[src/design/isa_pkg.sv]
`default_nettype none

package isa_pkg;

    //////////////////////////////
    // widths
    //////////////////////////////

    localparam int data_w   = 16;
    localparam int reg_aw   = 3;
    localparam int num_regs = 8;
    localparam int imm_w    = 8;

    //////////////////////////////
    // encodings
    //////////////////////////////

    typedef enum logic [4:0] {
        nop    = 5'd0,
        mov    = 5'd1,
        add    = 5'd2,
        sub    = 5'd3,
        and_op = 5'd4,
        or_op  = 5'd5,
        not_op = 5'd6,
        inc    = 5'd7,
        dec    = 5'd8,
        ldm    = 5'd9,
        ldd    = 5'd10,
        std    = 5'd11,
        push   = 5'd12,
        pop    = 5'd13,
        in_op  = 5'd14,
        out_op = 5'd15,
        jz     = 5'd16,
        jn     = 5'd17,
        jc     = 5'd18,
        jmp    = 5'd19
    } opcode_e;

    typedef enum logic [3:0] {
        alu_pass_a = 4'd0,
        alu_pass_b = 4'd1,
        alu_add    = 4'd2,
        alu_sub    = 4'd3,
        alu_and    = 4'd4,
        alu_or     = 4'd5,
        alu_not    = 4'd6,
        alu_inc    = 4'd7,
        alu_dec    = 4'd8
    } alu_op_e;

    typedef enum logic [2:0] {
        jump_none     = 3'd0,
        jump_zero     = 3'd1,
        jump_negative = 3'd2,
        jump_carry    = 3'd3,
        jump_always   = 3'd4
    } jump_e;

    // condition flags, z in the top bit
    typedef struct packed {
        logic z;
        logic n;
        logic c;
    } ccr_t;

    //////////////////////////////
    // instruction formats
    //////////////////////////////

    typedef struct packed {
        opcode_e             opcode;
        logic [reg_aw-1:0]   ra;
        logic [reg_aw-1:0]   rb;
        logic [4:0]          unused;
    } r_fmt_t;

    typedef struct packed {
        opcode_e             opcode;
        logic [reg_aw-1:0]   ra;
        logic [imm_w-1:0]    imm;
    } i_fmt_t;

    // same word, read either as two registers or as register plus immediate
    typedef union packed {
        r_fmt_t r;
        i_fmt_t i;
    } instr_u;

    //////////////////////////////
    // control words
    //////////////////////////////

    typedef struct packed {
        alu_op_e alu_op;
        logic    alu_src_imm;
        logic    dest_alu_select;
        logic    valid;
    } ex_ctrl_t;

    typedef struct packed {
        logic mem_read;
        logic mem_write;
        logic push;
        logic pop;
        logic in_port;
        logic out_port;
    } mem_ctrl_t;

    typedef struct packed {
        logic              wb;
        logic [reg_aw-1:0] dest;
    } wb_ctrl_t;

    typedef struct packed {
        ex_ctrl_t  ex;
        mem_ctrl_t mem;
        wb_ctrl_t  wb;
    } ctrl_word_t;

endpackage

`default_nettype wire

[src/design/control_unit.sv]
`timescale 1ns/1ps
`default_nettype none

module control_unit (
    input  logic                       clk,
    input  logic                       rst_n,
    input  isa_pkg::opcode_e           opcode,
    input  logic [isa_pkg::reg_aw-1:0] dest,
    output isa_pkg::jump_e             jump_type,
    output isa_pkg::ex_ctrl_t          ex_ctrl,
    output isa_pkg::mem_ctrl_t         mem_ctrl,
    output isa_pkg::wb_ctrl_t          wb_ctrl
);

    isa_pkg::ctrl_word_t ctrl_dec;

    // stage registers
    isa_pkg::ex_ctrl_t  ex_q;
    isa_pkg::mem_ctrl_t mem_q1;
    isa_pkg::wb_ctrl_t  wb_q1;
    isa_pkg::mem_ctrl_t mem_q2;
    isa_pkg::wb_ctrl_t  wb_q2;
    isa_pkg::wb_ctrl_t  wb_q3;

    //////////////////////////////
    // opcode decode
    //////////////////////////////

    always_comb begin
        ctrl_dec          = '0;
        jump_type         = isa_pkg::jump_none;
        ctrl_dec.ex.valid = 1'b1;

        case (opcode)
            isa_pkg::nop: begin
                ctrl_dec.ex.valid = 1'b0;
            end
            // register to register ALU ops
            isa_pkg::mov: begin
                ctrl_dec.ex.alu_op          = isa_pkg::alu_pass_b;
                ctrl_dec.ex.dest_alu_select = 1'b1;
                ctrl_dec.wb.wb              = 1'b1;
            end
            isa_pkg::add: begin
                ctrl_dec.ex.alu_op          = isa_pkg::alu_add;
                ctrl_dec.ex.dest_alu_select = 1'b1;
                ctrl_dec.wb.wb              = 1'b1;
            end
            isa_pkg::sub: begin
                ctrl_dec.ex.alu_op          = isa_pkg::alu_sub;
                ctrl_dec.ex.dest_alu_select = 1'b1;
                ctrl_dec.wb.wb              = 1'b1;
            end
            isa_pkg::and_op: begin
                ctrl_dec.ex.alu_op          = isa_pkg::alu_and;
                ctrl_dec.ex.dest_alu_select = 1'b1;
                ctrl_dec.wb.wb              = 1'b1;
            end
            isa_pkg::or_op: begin
                ctrl_dec.ex.alu_op          = isa_pkg::alu_or;
                ctrl_dec.ex.dest_alu_select = 1'b1;
                ctrl_dec.wb.wb              = 1'b1;
            end
            // single operand, works on ra
            isa_pkg::not_op: begin
                ctrl_dec.ex.alu_op          = isa_pkg::alu_not;
                ctrl_dec.ex.dest_alu_select = 1'b1;
                ctrl_dec.wb.wb              = 1'b1;
            end
            isa_pkg::inc: begin
                ctrl_dec.ex.alu_op          = isa_pkg::alu_inc;
                ctrl_dec.ex.dest_alu_select = 1'b1;
                ctrl_dec.wb.wb              = 1'b1;
            end
            isa_pkg::dec: begin
                ctrl_dec.ex.alu_op          = isa_pkg::alu_dec;
                ctrl_dec.ex.dest_alu_select = 1'b1;
                ctrl_dec.wb.wb              = 1'b1;
            end
            // immediate goes through the ALU as operand b
            isa_pkg::ldm: begin
                ctrl_dec.ex.alu_op          = isa_pkg::alu_pass_b;
                ctrl_dec.ex.alu_src_imm     = 1'b1;
                ctrl_dec.ex.dest_alu_select = 1'b1;
                ctrl_dec.wb.wb              = 1'b1;
            end
            isa_pkg::ldd: begin
                ctrl_dec.mem.mem_read = 1'b1;
                ctrl_dec.wb.wb        = 1'b1;
            end
            isa_pkg::std: begin
                ctrl_dec.mem.mem_write = 1'b1;
            end
            isa_pkg::push: begin
                ctrl_dec.mem.push = 1'b1;
            end
            isa_pkg::pop: begin
                ctrl_dec.mem.pop      = 1'b1;
                ctrl_dec.mem.mem_read = 1'b1;
                ctrl_dec.wb.wb        = 1'b1;
            end
            isa_pkg::in_op: begin
                ctrl_dec.mem.in_port = 1'b1;
                ctrl_dec.wb.wb       = 1'b1;
            end
            isa_pkg::out_op: begin
                ctrl_dec.mem.out_port = 1'b1;
            end
            // jumps resolve here, nothing goes down the pipe
            isa_pkg::jz:  jump_type = isa_pkg::jump_zero;
            isa_pkg::jn:  jump_type = isa_pkg::jump_negative;
            isa_pkg::jc:  jump_type = isa_pkg::jump_carry;
            isa_pkg::jmp: jump_type = isa_pkg::jump_always;
            default: begin
                ctrl_dec.ex.valid = 1'b0;
            end
        endcase

        // dest only carried for writing instructions
        ctrl_dec.wb.dest = ctrl_dec.wb.wb ? dest : '0;
    end

    //////////////////////////////
    // ex / mem / wb registers
    //////////////////////////////

    always_ff @(posedge clk or negedge rst_n) begin
        if (!rst_n) begin
            ex_q   <= '0;
            mem_q1 <= '0;
            wb_q1  <= '0;
            mem_q2 <= '0;
            wb_q2  <= '0;
            wb_q3  <= '0;
        end else begin
            ex_q   <= ctrl_dec.ex;
            mem_q1 <= ctrl_dec.mem;
            wb_q1  <= ctrl_dec.wb;
            mem_q2 <= mem_q1;
            wb_q2  <= wb_q1;
            wb_q3  <= wb_q2;
        end
    end

    assign ex_ctrl  = ex_q;
    assign mem_ctrl = mem_q2;
    assign wb_ctrl  = wb_q3;

endmodule

`default_nettype wire

[src/design/decode_stage.sv]
`timescale 1ns/1ps
`default_nettype none

module decode_stage (
    input  logic                       clk,
    input  logic                       rst_n,
    input  isa_pkg::instr_u            instruction,
    input  isa_pkg::ccr_t              ccr,
    input  logic [isa_pkg::data_w-1:0] write_data,
    output logic [isa_pkg::data_w-1:0] read_data1,
    output logic [isa_pkg::data_w-1:0] read_data2,
    output logic [isa_pkg::data_w-1:0] immediate,
    output logic                       jump_taken,
    output isa_pkg::ex_ctrl_t          ex_ctrl,
    output logic [isa_pkg::data_w-1:0] read_data1_ex,
    output logic [isa_pkg::data_w-1:0] read_data2_ex,
    output isa_pkg::mem_ctrl_t         mem_ctrl,
    output logic [isa_pkg::data_w-1:0] read_data2_mem,
    output isa_pkg::wb_ctrl_t          wb_ctrl
);

    //////////////////////////////
    // instruction fields
    //////////////////////////////

    isa_pkg::opcode_e             opcode;
    logic [isa_pkg::reg_aw-1:0]   ra;
    logic [isa_pkg::reg_aw-1:0]   rb;
    isa_pkg::jump_e               jump_type;

    assign opcode = instruction.r.opcode;
    assign ra     = instruction.r.ra;
    assign rb     = instruction.r.rb;

    // low byte of the i-format, zero extended
    assign immediate = {{(isa_pkg::data_w - isa_pkg::imm_w){1'b0}}, instruction.i.imm};

    //////////////////////////////
    // units
    //////////////////////////////

    // write port is fed from the writeback stage control
    reg_file rf (
        .clk            (clk),
        .rst_n          (rst_n),
        .read_addr1     (ra),
        .read_addr2     (rb),
        .write_en       (wb_ctrl.wb),
        .write_addr     (wb_ctrl.dest),
        .write_data     (write_data),
        .read_data1     (read_data1),
        .read_data2     (read_data2),
        .read_data1_ex  (read_data1_ex),
        .read_data2_ex  (read_data2_ex),
        .read_data2_mem (read_data2_mem)
    );

    // ra doubles as the destination register
    control_unit cu (
        .clk       (clk),
        .rst_n     (rst_n),
        .opcode    (opcode),
        .dest      (ra),
        .jump_type (jump_type),
        .ex_ctrl   (ex_ctrl),
        .mem_ctrl  (mem_ctrl),
        .wb_ctrl   (wb_ctrl)
    );

    // target address is read_data1, resolved by fetch
    jump_detection_unit jdu (
        .jump_type  (jump_type),
        .ccr        (ccr),
        .jump_taken (jump_taken)
    );

endmodule

`default_nettype wire

[src/design/jump_detection_unit.sv]
`timescale 1ns/1ps
`default_nettype none

module jump_detection_unit (
    input  isa_pkg::jump_e jump_type,
    input  isa_pkg::ccr_t  ccr,
    output logic           jump_taken
);

    // flag test per jump type
    always_comb begin
        case (jump_type)
            isa_pkg::jump_zero: begin
                jump_taken = ccr.z;
            end
            isa_pkg::jump_negative: begin
                jump_taken = ccr.n;
            end
            isa_pkg::jump_carry: begin
                jump_taken = ccr.c;
            end
            isa_pkg::jump_always: begin
                jump_taken = 1'b1;
            end
            // none and unused codes
            default: begin
                jump_taken = 1'b0;
            end
        endcase
    end

endmodule

`default_nettype wire

[src/design/reg_file.sv]
`timescale 1ns/1ps
`default_nettype none

module reg_file (
    input  logic                       clk,
    input  logic                       rst_n,
    input  logic [isa_pkg::reg_aw-1:0] read_addr1,
    input  logic [isa_pkg::reg_aw-1:0] read_addr2,
    input  logic                       write_en,
    input  logic [isa_pkg::reg_aw-1:0] write_addr,
    input  logic [isa_pkg::data_w-1:0] write_data,
    output logic [isa_pkg::data_w-1:0] read_data1,
    output logic [isa_pkg::data_w-1:0] read_data2,
    output logic [isa_pkg::data_w-1:0] read_data1_ex,
    output logic [isa_pkg::data_w-1:0] read_data2_ex,
    output logic [isa_pkg::data_w-1:0] read_data2_mem
);

    logic [isa_pkg::data_w-1:0] regs [isa_pkg::num_regs];

    //////////////////////////////
    // register array
    //////////////////////////////

    always_ff @(posedge clk or negedge rst_n) begin
        if (!rst_n) begin
            for (int i = 0; i < isa_pkg::num_regs; i++) begin
                regs[i] <= '0;
            end
        end else if (write_en) begin
            regs[write_addr] <= write_data;
        end
    end

    // async reads, a same-cycle write shows up next cycle
    assign read_data1 = regs[read_addr1];
    assign read_data2 = regs[read_addr2];

    //////////////////////////////
    // operand pipeline
    //////////////////////////////

    // operands into execute
    always_ff @(posedge clk) begin
        read_data1_ex <= read_data1;
        read_data2_ex <= read_data2;
    end

    // store data follows one stage further
    always_ff @(posedge clk) begin
        read_data2_mem <= read_data2_ex;
    end

endmodule

`default_nettype wire

[config.mk]
export PLATFORM = sky130hd
export DESIGN_NAME = decode_stage
export DESIGN_NICKNAME = d
export VERILOG_FILES = /design/src/design/isa_pkg.sv /design/src/design/control_unit.sv /design/src/design/decode_stage.sv /design/src/design/jump_detection_unit.sv /design/src/design/reg_file.sv
export SDC_FILE = /design/constraint.sdc
export NUM_CORES = 1
export LEC_CHECK = 0
export CORE_MARGIN = 2
export CORE_UTILIZATION = 46
export CTS_CLUSTER_DIAMETER = 200
export DETAILED_ROUTE_END_ITERATION = 16
export DONT_BUFFER_PORTS = 1
export PLACE_DENSITY = 0.63
export SYNTH_ARGS = -nofsm -noshare
export SYNTH_HDL_FRONTEND = slang
export SYNTH_HIERARCHICAL = 1
export SYNTH_SLANG_ARGS = --single-unit
[constraint.sdc]
create_clock -name clk -period 2.2 [get_ports clk]
set_input_delay 0.11 -clock clk [delete_from_list [all_inputs] [get_ports clk]]
set_output_delay 0.11 -clock clk [all_outputs]
set_load 0.03 [all_outputs]
Yosys cells after proc, flatten, opt, wreduce, memory -nomap -nowiden
Cells that the tools add are included.
{"block": "word_totals", "register_bits": 207, "in_bits": 37, "word_cells": 92}
{"block": "classes", "magnitude_cmp": 4, "n_eq_ne": 23, "n_mux": 23, "bitwise": 3, "n_reduce_logical": 6}
{"cell": "$bwmux W128", "n": 1}
{"cell": "$bmux W16 S3", "n": 2}
{"cell": "$mux W16", "n": 5}
{"cell": "$demux W16 S3", "n": 1}
{"cell": "$eq A5 B4 Y1 const B", "n": 8}
{"cell": "$pmux W4 S8", "n": 1}
{"cell": "$eq A5 B3 Y1 const B", "n": 4}
{"cell": "$eq A5 B5 Y1 const B", "n": 4}
{"cell": "$reduce_or A19 Y1", "n": 1}
{"cell": "$ge A4 B4 Y1 const B", "n": 3}
{"cell": "$not A3 Y4", "n": 3}
{"cell": "$pmux W3 S4", "n": 1}
{"cell": "$reduce_or A12 Y1", "n": 1}
{"cell": "$eq A5 B2 Y1 const B", "n": 2}
{"cell": "$mux W1", "n": 10}
{"cell": "$reduce_or A9 Y1", "n": 1}
{"cell": "$eq A3 B2 Y1 const B", "n": 2}
{"cell": "$eq A5 B1 Y1 const B", "n": 1}
{"cell": "$lt A4 B1 Y1 const B", "n": 1}
{"cell": "$pmux W1 S4", "n": 1}
{"cell": "$reduce_or A2 Y1", "n": 2}
{"cell": "$eq A3 B1 Y1 const B", "n": 1}
{"cell": "$eq A3 B3 Y1 const B", "n": 1}
{"cell": "$mux W3", "n": 1}
{"cell": "$logic_and A1 B1 Y1", "n": 1}

Depth between registers and ports, before layout
{"block": "logic_depth", "ltp_word": 6, "ltp_mapped": 6, "depth_no_buf": 5}

By module
Netlist, hierarchy kept.
{"module": "reg_file", "n_inst": 1, "cells_per_inst": 441, "area_each_um2": 7961.4, "seq_area_each_um2": 4164.0}
{"module": "control_unit", "n_inst": 1, "cells_per_inst": 72, "area_each_um2": 1073.5, "seq_area_each_um2": 775.7}
{"module": "decode_stage", "n_inst": 1, "cells_per_inst": 17, "area_each_um2": 123.9, "seq_area_each_um2": 0.0}
{"module": "jump_detection_unit", "n_inst": 1, "cells_per_inst": 5, "area_each_um2": 42.5, "seq_area_each_um2": 0.0}

Worst setup path before layout
OpenSTA, ideal clock, no wires.
{"block": "synth_timing", "path_kind": "reg2reg", "from": "register cu.wb_q3, in the netlist cu/wb_ctrl[3]", "to": "register rf/regs[53] (netlist bit)", "t_arrival_ps": 1651, "setup_slack_ps": 425, "path_stages_with_launch": 6, "n_path_buf": 3, "path_cell_list": "dfrtp_1 > buf_4 > nor4bb_1 > buf_2 > buf_4 > mux2_2"}
{"element": "start, declared", "line": "control_unit.sv:23", "source": "isa_pkg::wb_ctrl_t wb_q3;"}
{"element": "start signal, assigned", "line": "control_unit.sv:141", "source": "wb_q3 <= wb_q2;"}
{"element": "end signal, assigned by index", "line": "reg_file.sv:31", "source": "regs[write_addr] <= write_data;"}
{"element": "end, declared", "line": "reg_file.sv:19", "source": "logic [isa_pkg::data_w-1:0] regs [isa_pkg::num_regs];"}

Final worst setup path
{"block": "layout_timing", "from": "input port instruction[14] (netlist bit)", "to": "output port jump_taken"}
{"block": "layout_between", "elab_chain_len": 4, "word_cells_on_any_way": 10}
{"element": "start, declared", "line": "decode_stage.sv:7", "source": "input isa_pkg::instr_u instruction,"}
{"element": "$eq A5 B5 Y1", "line": "control_unit.sv:34", "source": "case (opcode)"}
{"element": "$pmux W3 S4 *", "line": "control_unit.sv:34"}
{"element": "net jump_type[2]", "line": "decode_stage.sv:29", "source": "isa_pkg::jump_e jump_type;"}
{"element": "$eq A3 B3 Y1 (tied with other cells)", "line": "jump_detection_unit.sv:12", "source": "case (jump_type)"}
{"element": "$pmux W1 S4 *", "line": "jump_detection_unit.sv:12"}
{"element": "end, declared", "line": "decode_stage.sv:13", "source": "output logic jump_taken,"}
Mark *: on every way through the listed nets, which the timed path passes. The rest lies on a longest branch.

==> flow_metrics.tcl <==
set metrics [dict create \
    fin_crit_ps 2040 \
    hold_viol 159 \
    die_area_um2 21100 \
    ys_types 38 \
    syn_area_per_cell_um2 17.2 \
    drt_pass1_iterations 4 \
    wl_mm 19.3 \
    nets 591 \
    synth_top_cell_area_share_pct 43.2 \
    finalCritPeriodShare_pct 92.8 \
    numPortBuffers 0 \
    max_freq_ghz 0.490 \
    yosys.area.top_type "dfrtp_1" \
    clk_pin_slew_ps 50 \
    setup_slack_ps 158 \
    dpl_worst_slack_ps 356 \
    ys_top_cells_by_count "mux2_2, dfrtp_1, mux4_1" \
    rows 51 \
    cp.required_ps 2090 \
    core_um2 19500 \
    yosys_warnings 6 \
    fin_cells 835 \
    io_pins 151 \
    rsz0062_at_grt "false" \
    start_util_pct 47.1 \
    hold_buffers 29 \
    worstSkewPairLatency_ps 490 \
    finClkSkew_ps 9.85 \
    async_flop_share_pct 76.8 \
    hold_slack_ps -678 \
    pwr-share-comb_pct 18.0 \
    ys_seq_area_share_pct 53.7 \
    cp_max_fo 9 \
    avgViaCountPerCell 5.72 \
    synthFlopType "dfrtp_1" \
    use_met3_pct 4.36 \
    setup_viol 0 \
    tns_ps 0 \
    grt_pass1_wl_mm 30.7 \
    cts_root_buf "clkbuf_16" \
    internal_power_uw 8160 \
    initialDrtViolationCount 179 \
    drcViolationCount 0 \
    use_met1_pct 23.3 \
    cts.path.max_buffers 3 \
    end_kind "output port" \
    syn_area_um2 9200 \
    diodes 0 \
    cts_setup_buffers 0 \
    ys_ff_latch 207 \
    gr-max-usage-layer "met2" \
    p_sw_uw 3450 \
    wl_per_cell_um 23.1 \
    area_delta_synth_final_pct 12.5 \
    worstPathArrival_ps 1930 \
    violations "negative hold slack" \
    fin_area_um2 10300 \
    cts_max_level 1 \
    synth_edf_count 0 \
    p_sw_share_pct 29.7 \
    antenna_found_initial 0 \
    gp_congestion 0.704 \
    numCtsBuffers 23 \
    vias 4779 \
    cts_tree "done" \
    grt_pass1_vias 5310 \
    crit_type "in2out" \
    seqPwrFrac_pct 49.9 \
    gr-total-overflow 0 \
    dpl.cell_count 765 \
    synth_area_leaders "dfrtp_1, mux2_2, mux4_1, dfxtp_1, mux4_2" \
    start_kind "primary input" \
    track_usage_pct 18.4 \
    powerDensity_nw_per_um2 1120 \
    maxSlewViolCount 0 \
    use_met2_pct 32.3 \
    syn_inst 535 \
    yosysMostFrequentCell "mux2_2" \
    drive_gt1_share_pct 39.6 \
    hpwl_mm 11.5 \
    dieHeight_um 145 \
    p_leak_uw 0.00439 \
    place_area_um2 9310 \
    peakVddDrop_uv 620 \
    grt_start_max_net_pins 160 \
    worst_pin_slew_ps 1060 \
    clockPowerShare_pct 32.0 \
    seqCellArea_um2 4940 \
    slew-limit-headroom_pct 29.0 \
    fill_cells 1608 \
    status "finished with violations" \
    ant_nets 0 \
    cts.sinks 207 \
    die_x_um 145 \
    multi_input_area_um2 3920 \
    min_path_type "in2async" \
    drv_cap 0 \
]
==> routing by layer <==
layer | vias to the layer above | routed length (um) | part of all wire, %
met4 | 0 | 344 | 1.8
met2 | 125 | 9800 | 51
li1 | 2083 | - | -
met3 | 34 | 1060 | 5.5
met5 | - | 0 | 0
met1 | 2537 | 8080 | 42
==> layout make-up <==
| class | count | share of cell area (%) |
|---|---|---|
| clock buffer | 35 | 6.38 |
| clock inverter | 6 | 0.762 |
| timing repair buffer | 41 | 4.01 |
| sequential | 207 | 47.7 |
| multi-input combinational | 280 | 37.9 |
| tap | 265 | 3.20 |
| inverter | 1 | 0.0363 |
==> through the flow <==
step	util, %	hold WS (ps)	total power (uW)
global placement	47.7	-177	7750
CTS	53.0	-702	11800
global route	53.0	-706	12200
detailed placement	47.7	-178	7890
floorplan	-	-186	7540
finish	53.0	-678	11600
==> cell usage in the layout (no fill, tap or decap) <==
cell / count
a21oi_1: 1
and2_1: 3
and3_4: 1
and3b_2: 1
and4bb_2: 1
buf_12: 3
buf_4: 10
bufinv_16: 2
clkbuf_1: 8
clkbuf_16: 23
clkbuf_8: 4
clkinv_1: 1
clkinv_2: 3
conb_1: 8
dfrtp_1: 159
dfxtp_1: 48
dlygate4sd3_1: 28
inv_1: 1
mux2_2: 160
mux2i_1: 2
mux4_1: 56
mux4_2: 8
nand2_1: 3
nand2b_1: 1
nand4_2: 1
nand4b_2: 3
nand4bb_1: 1
nor2_1: 8
nor2b_1: 2
nor3_1: 5
nor3b_1: 3
nor4_2: 1
nor4_4: 1
nor4b_4: 1
nor4bb_4: 3
o21a_1: 1
o311ai_1: 1
or2b_1: 1
or3b_1: 2
xnor2_1: 1
==> worst max-delay path: stages <==
cell	delay, ps
dlygate4sd3_1	660
nor2_1	210
nand2_1	110
nor2_1	160
or3b_1	370
o311ai_1	90
buf_4	210
==> flip-flops by register name (all words and copies together), names as in the netlist <==
signal	cells
rf/regs	128
cu/wb_ctrl	4
rf/read_data1_ex	16
cu/mem_q1	6
cu/ex_ctrl	7
rf/read_data2_mem	16
cu/wb_q1	4
cu/wb_q2	4
cu/mem_ctrl	6
rf/read_data2_ex	16
==> logic make-up after synthesis <==
logic type             Yosys count  share of synthesized area, %
AO/OA/AOI/OAI                    3                         0.231
XOR/XNOR                         1                        0.0952
buffers and inverters           55                          4.32
flip-flops                     207                          53.7
multiplexers                   226                          37.7
other                            1                        0.0408
AND/OR/NAND/NOR                 42                          3.88
==> power groups by stage <==
stage / registers, uW / clock network (uW) / logic, uW
after floorplan: 5650 / 0 / 1890
after CTS: 5810 / 3830 / 2120
after global placement: 5790 / 0 / 1960
after global routing: 5910 / 4020 / 2230
after detailed placement: 5870 / 0 / 2010
final: 5800 / 3720 / 2090
==> final timing paths <==
kind	from	depth (start not counted)	slack (ps)	endpoint
worst max-delay path	instruction[14]	7	160	jump_taken
worst min-delay path	rst_n	0	-680	rf/regs[29]$_DFFE_PN0P_
worst max register to register	cu/wb_ctrl[1]$_DFF_PN0_	3	360	rf/regs[44]$_DFFE_PN0P_
worst min register to register	cu/wb_q2[0]$_DFF_PN0_	0	350	cu/wb_ctrl[0]$_DFF_PN0_
max in group asynchronous	rst_n	0	2540	cu/mem_ctrl[2]$_DFF_PN0_
min in group clk	instruction[12]	2	40	cu/wb_q1[3]$_DFF_PN0_
==> repair_timing <==
action                                 4_1_cts  5_1_grt
gates resized for setup                      0        0
setup endpoints to repair                    0        0
endpoints found under the hold margin      336      159
(Power assumes the default switching activity.)
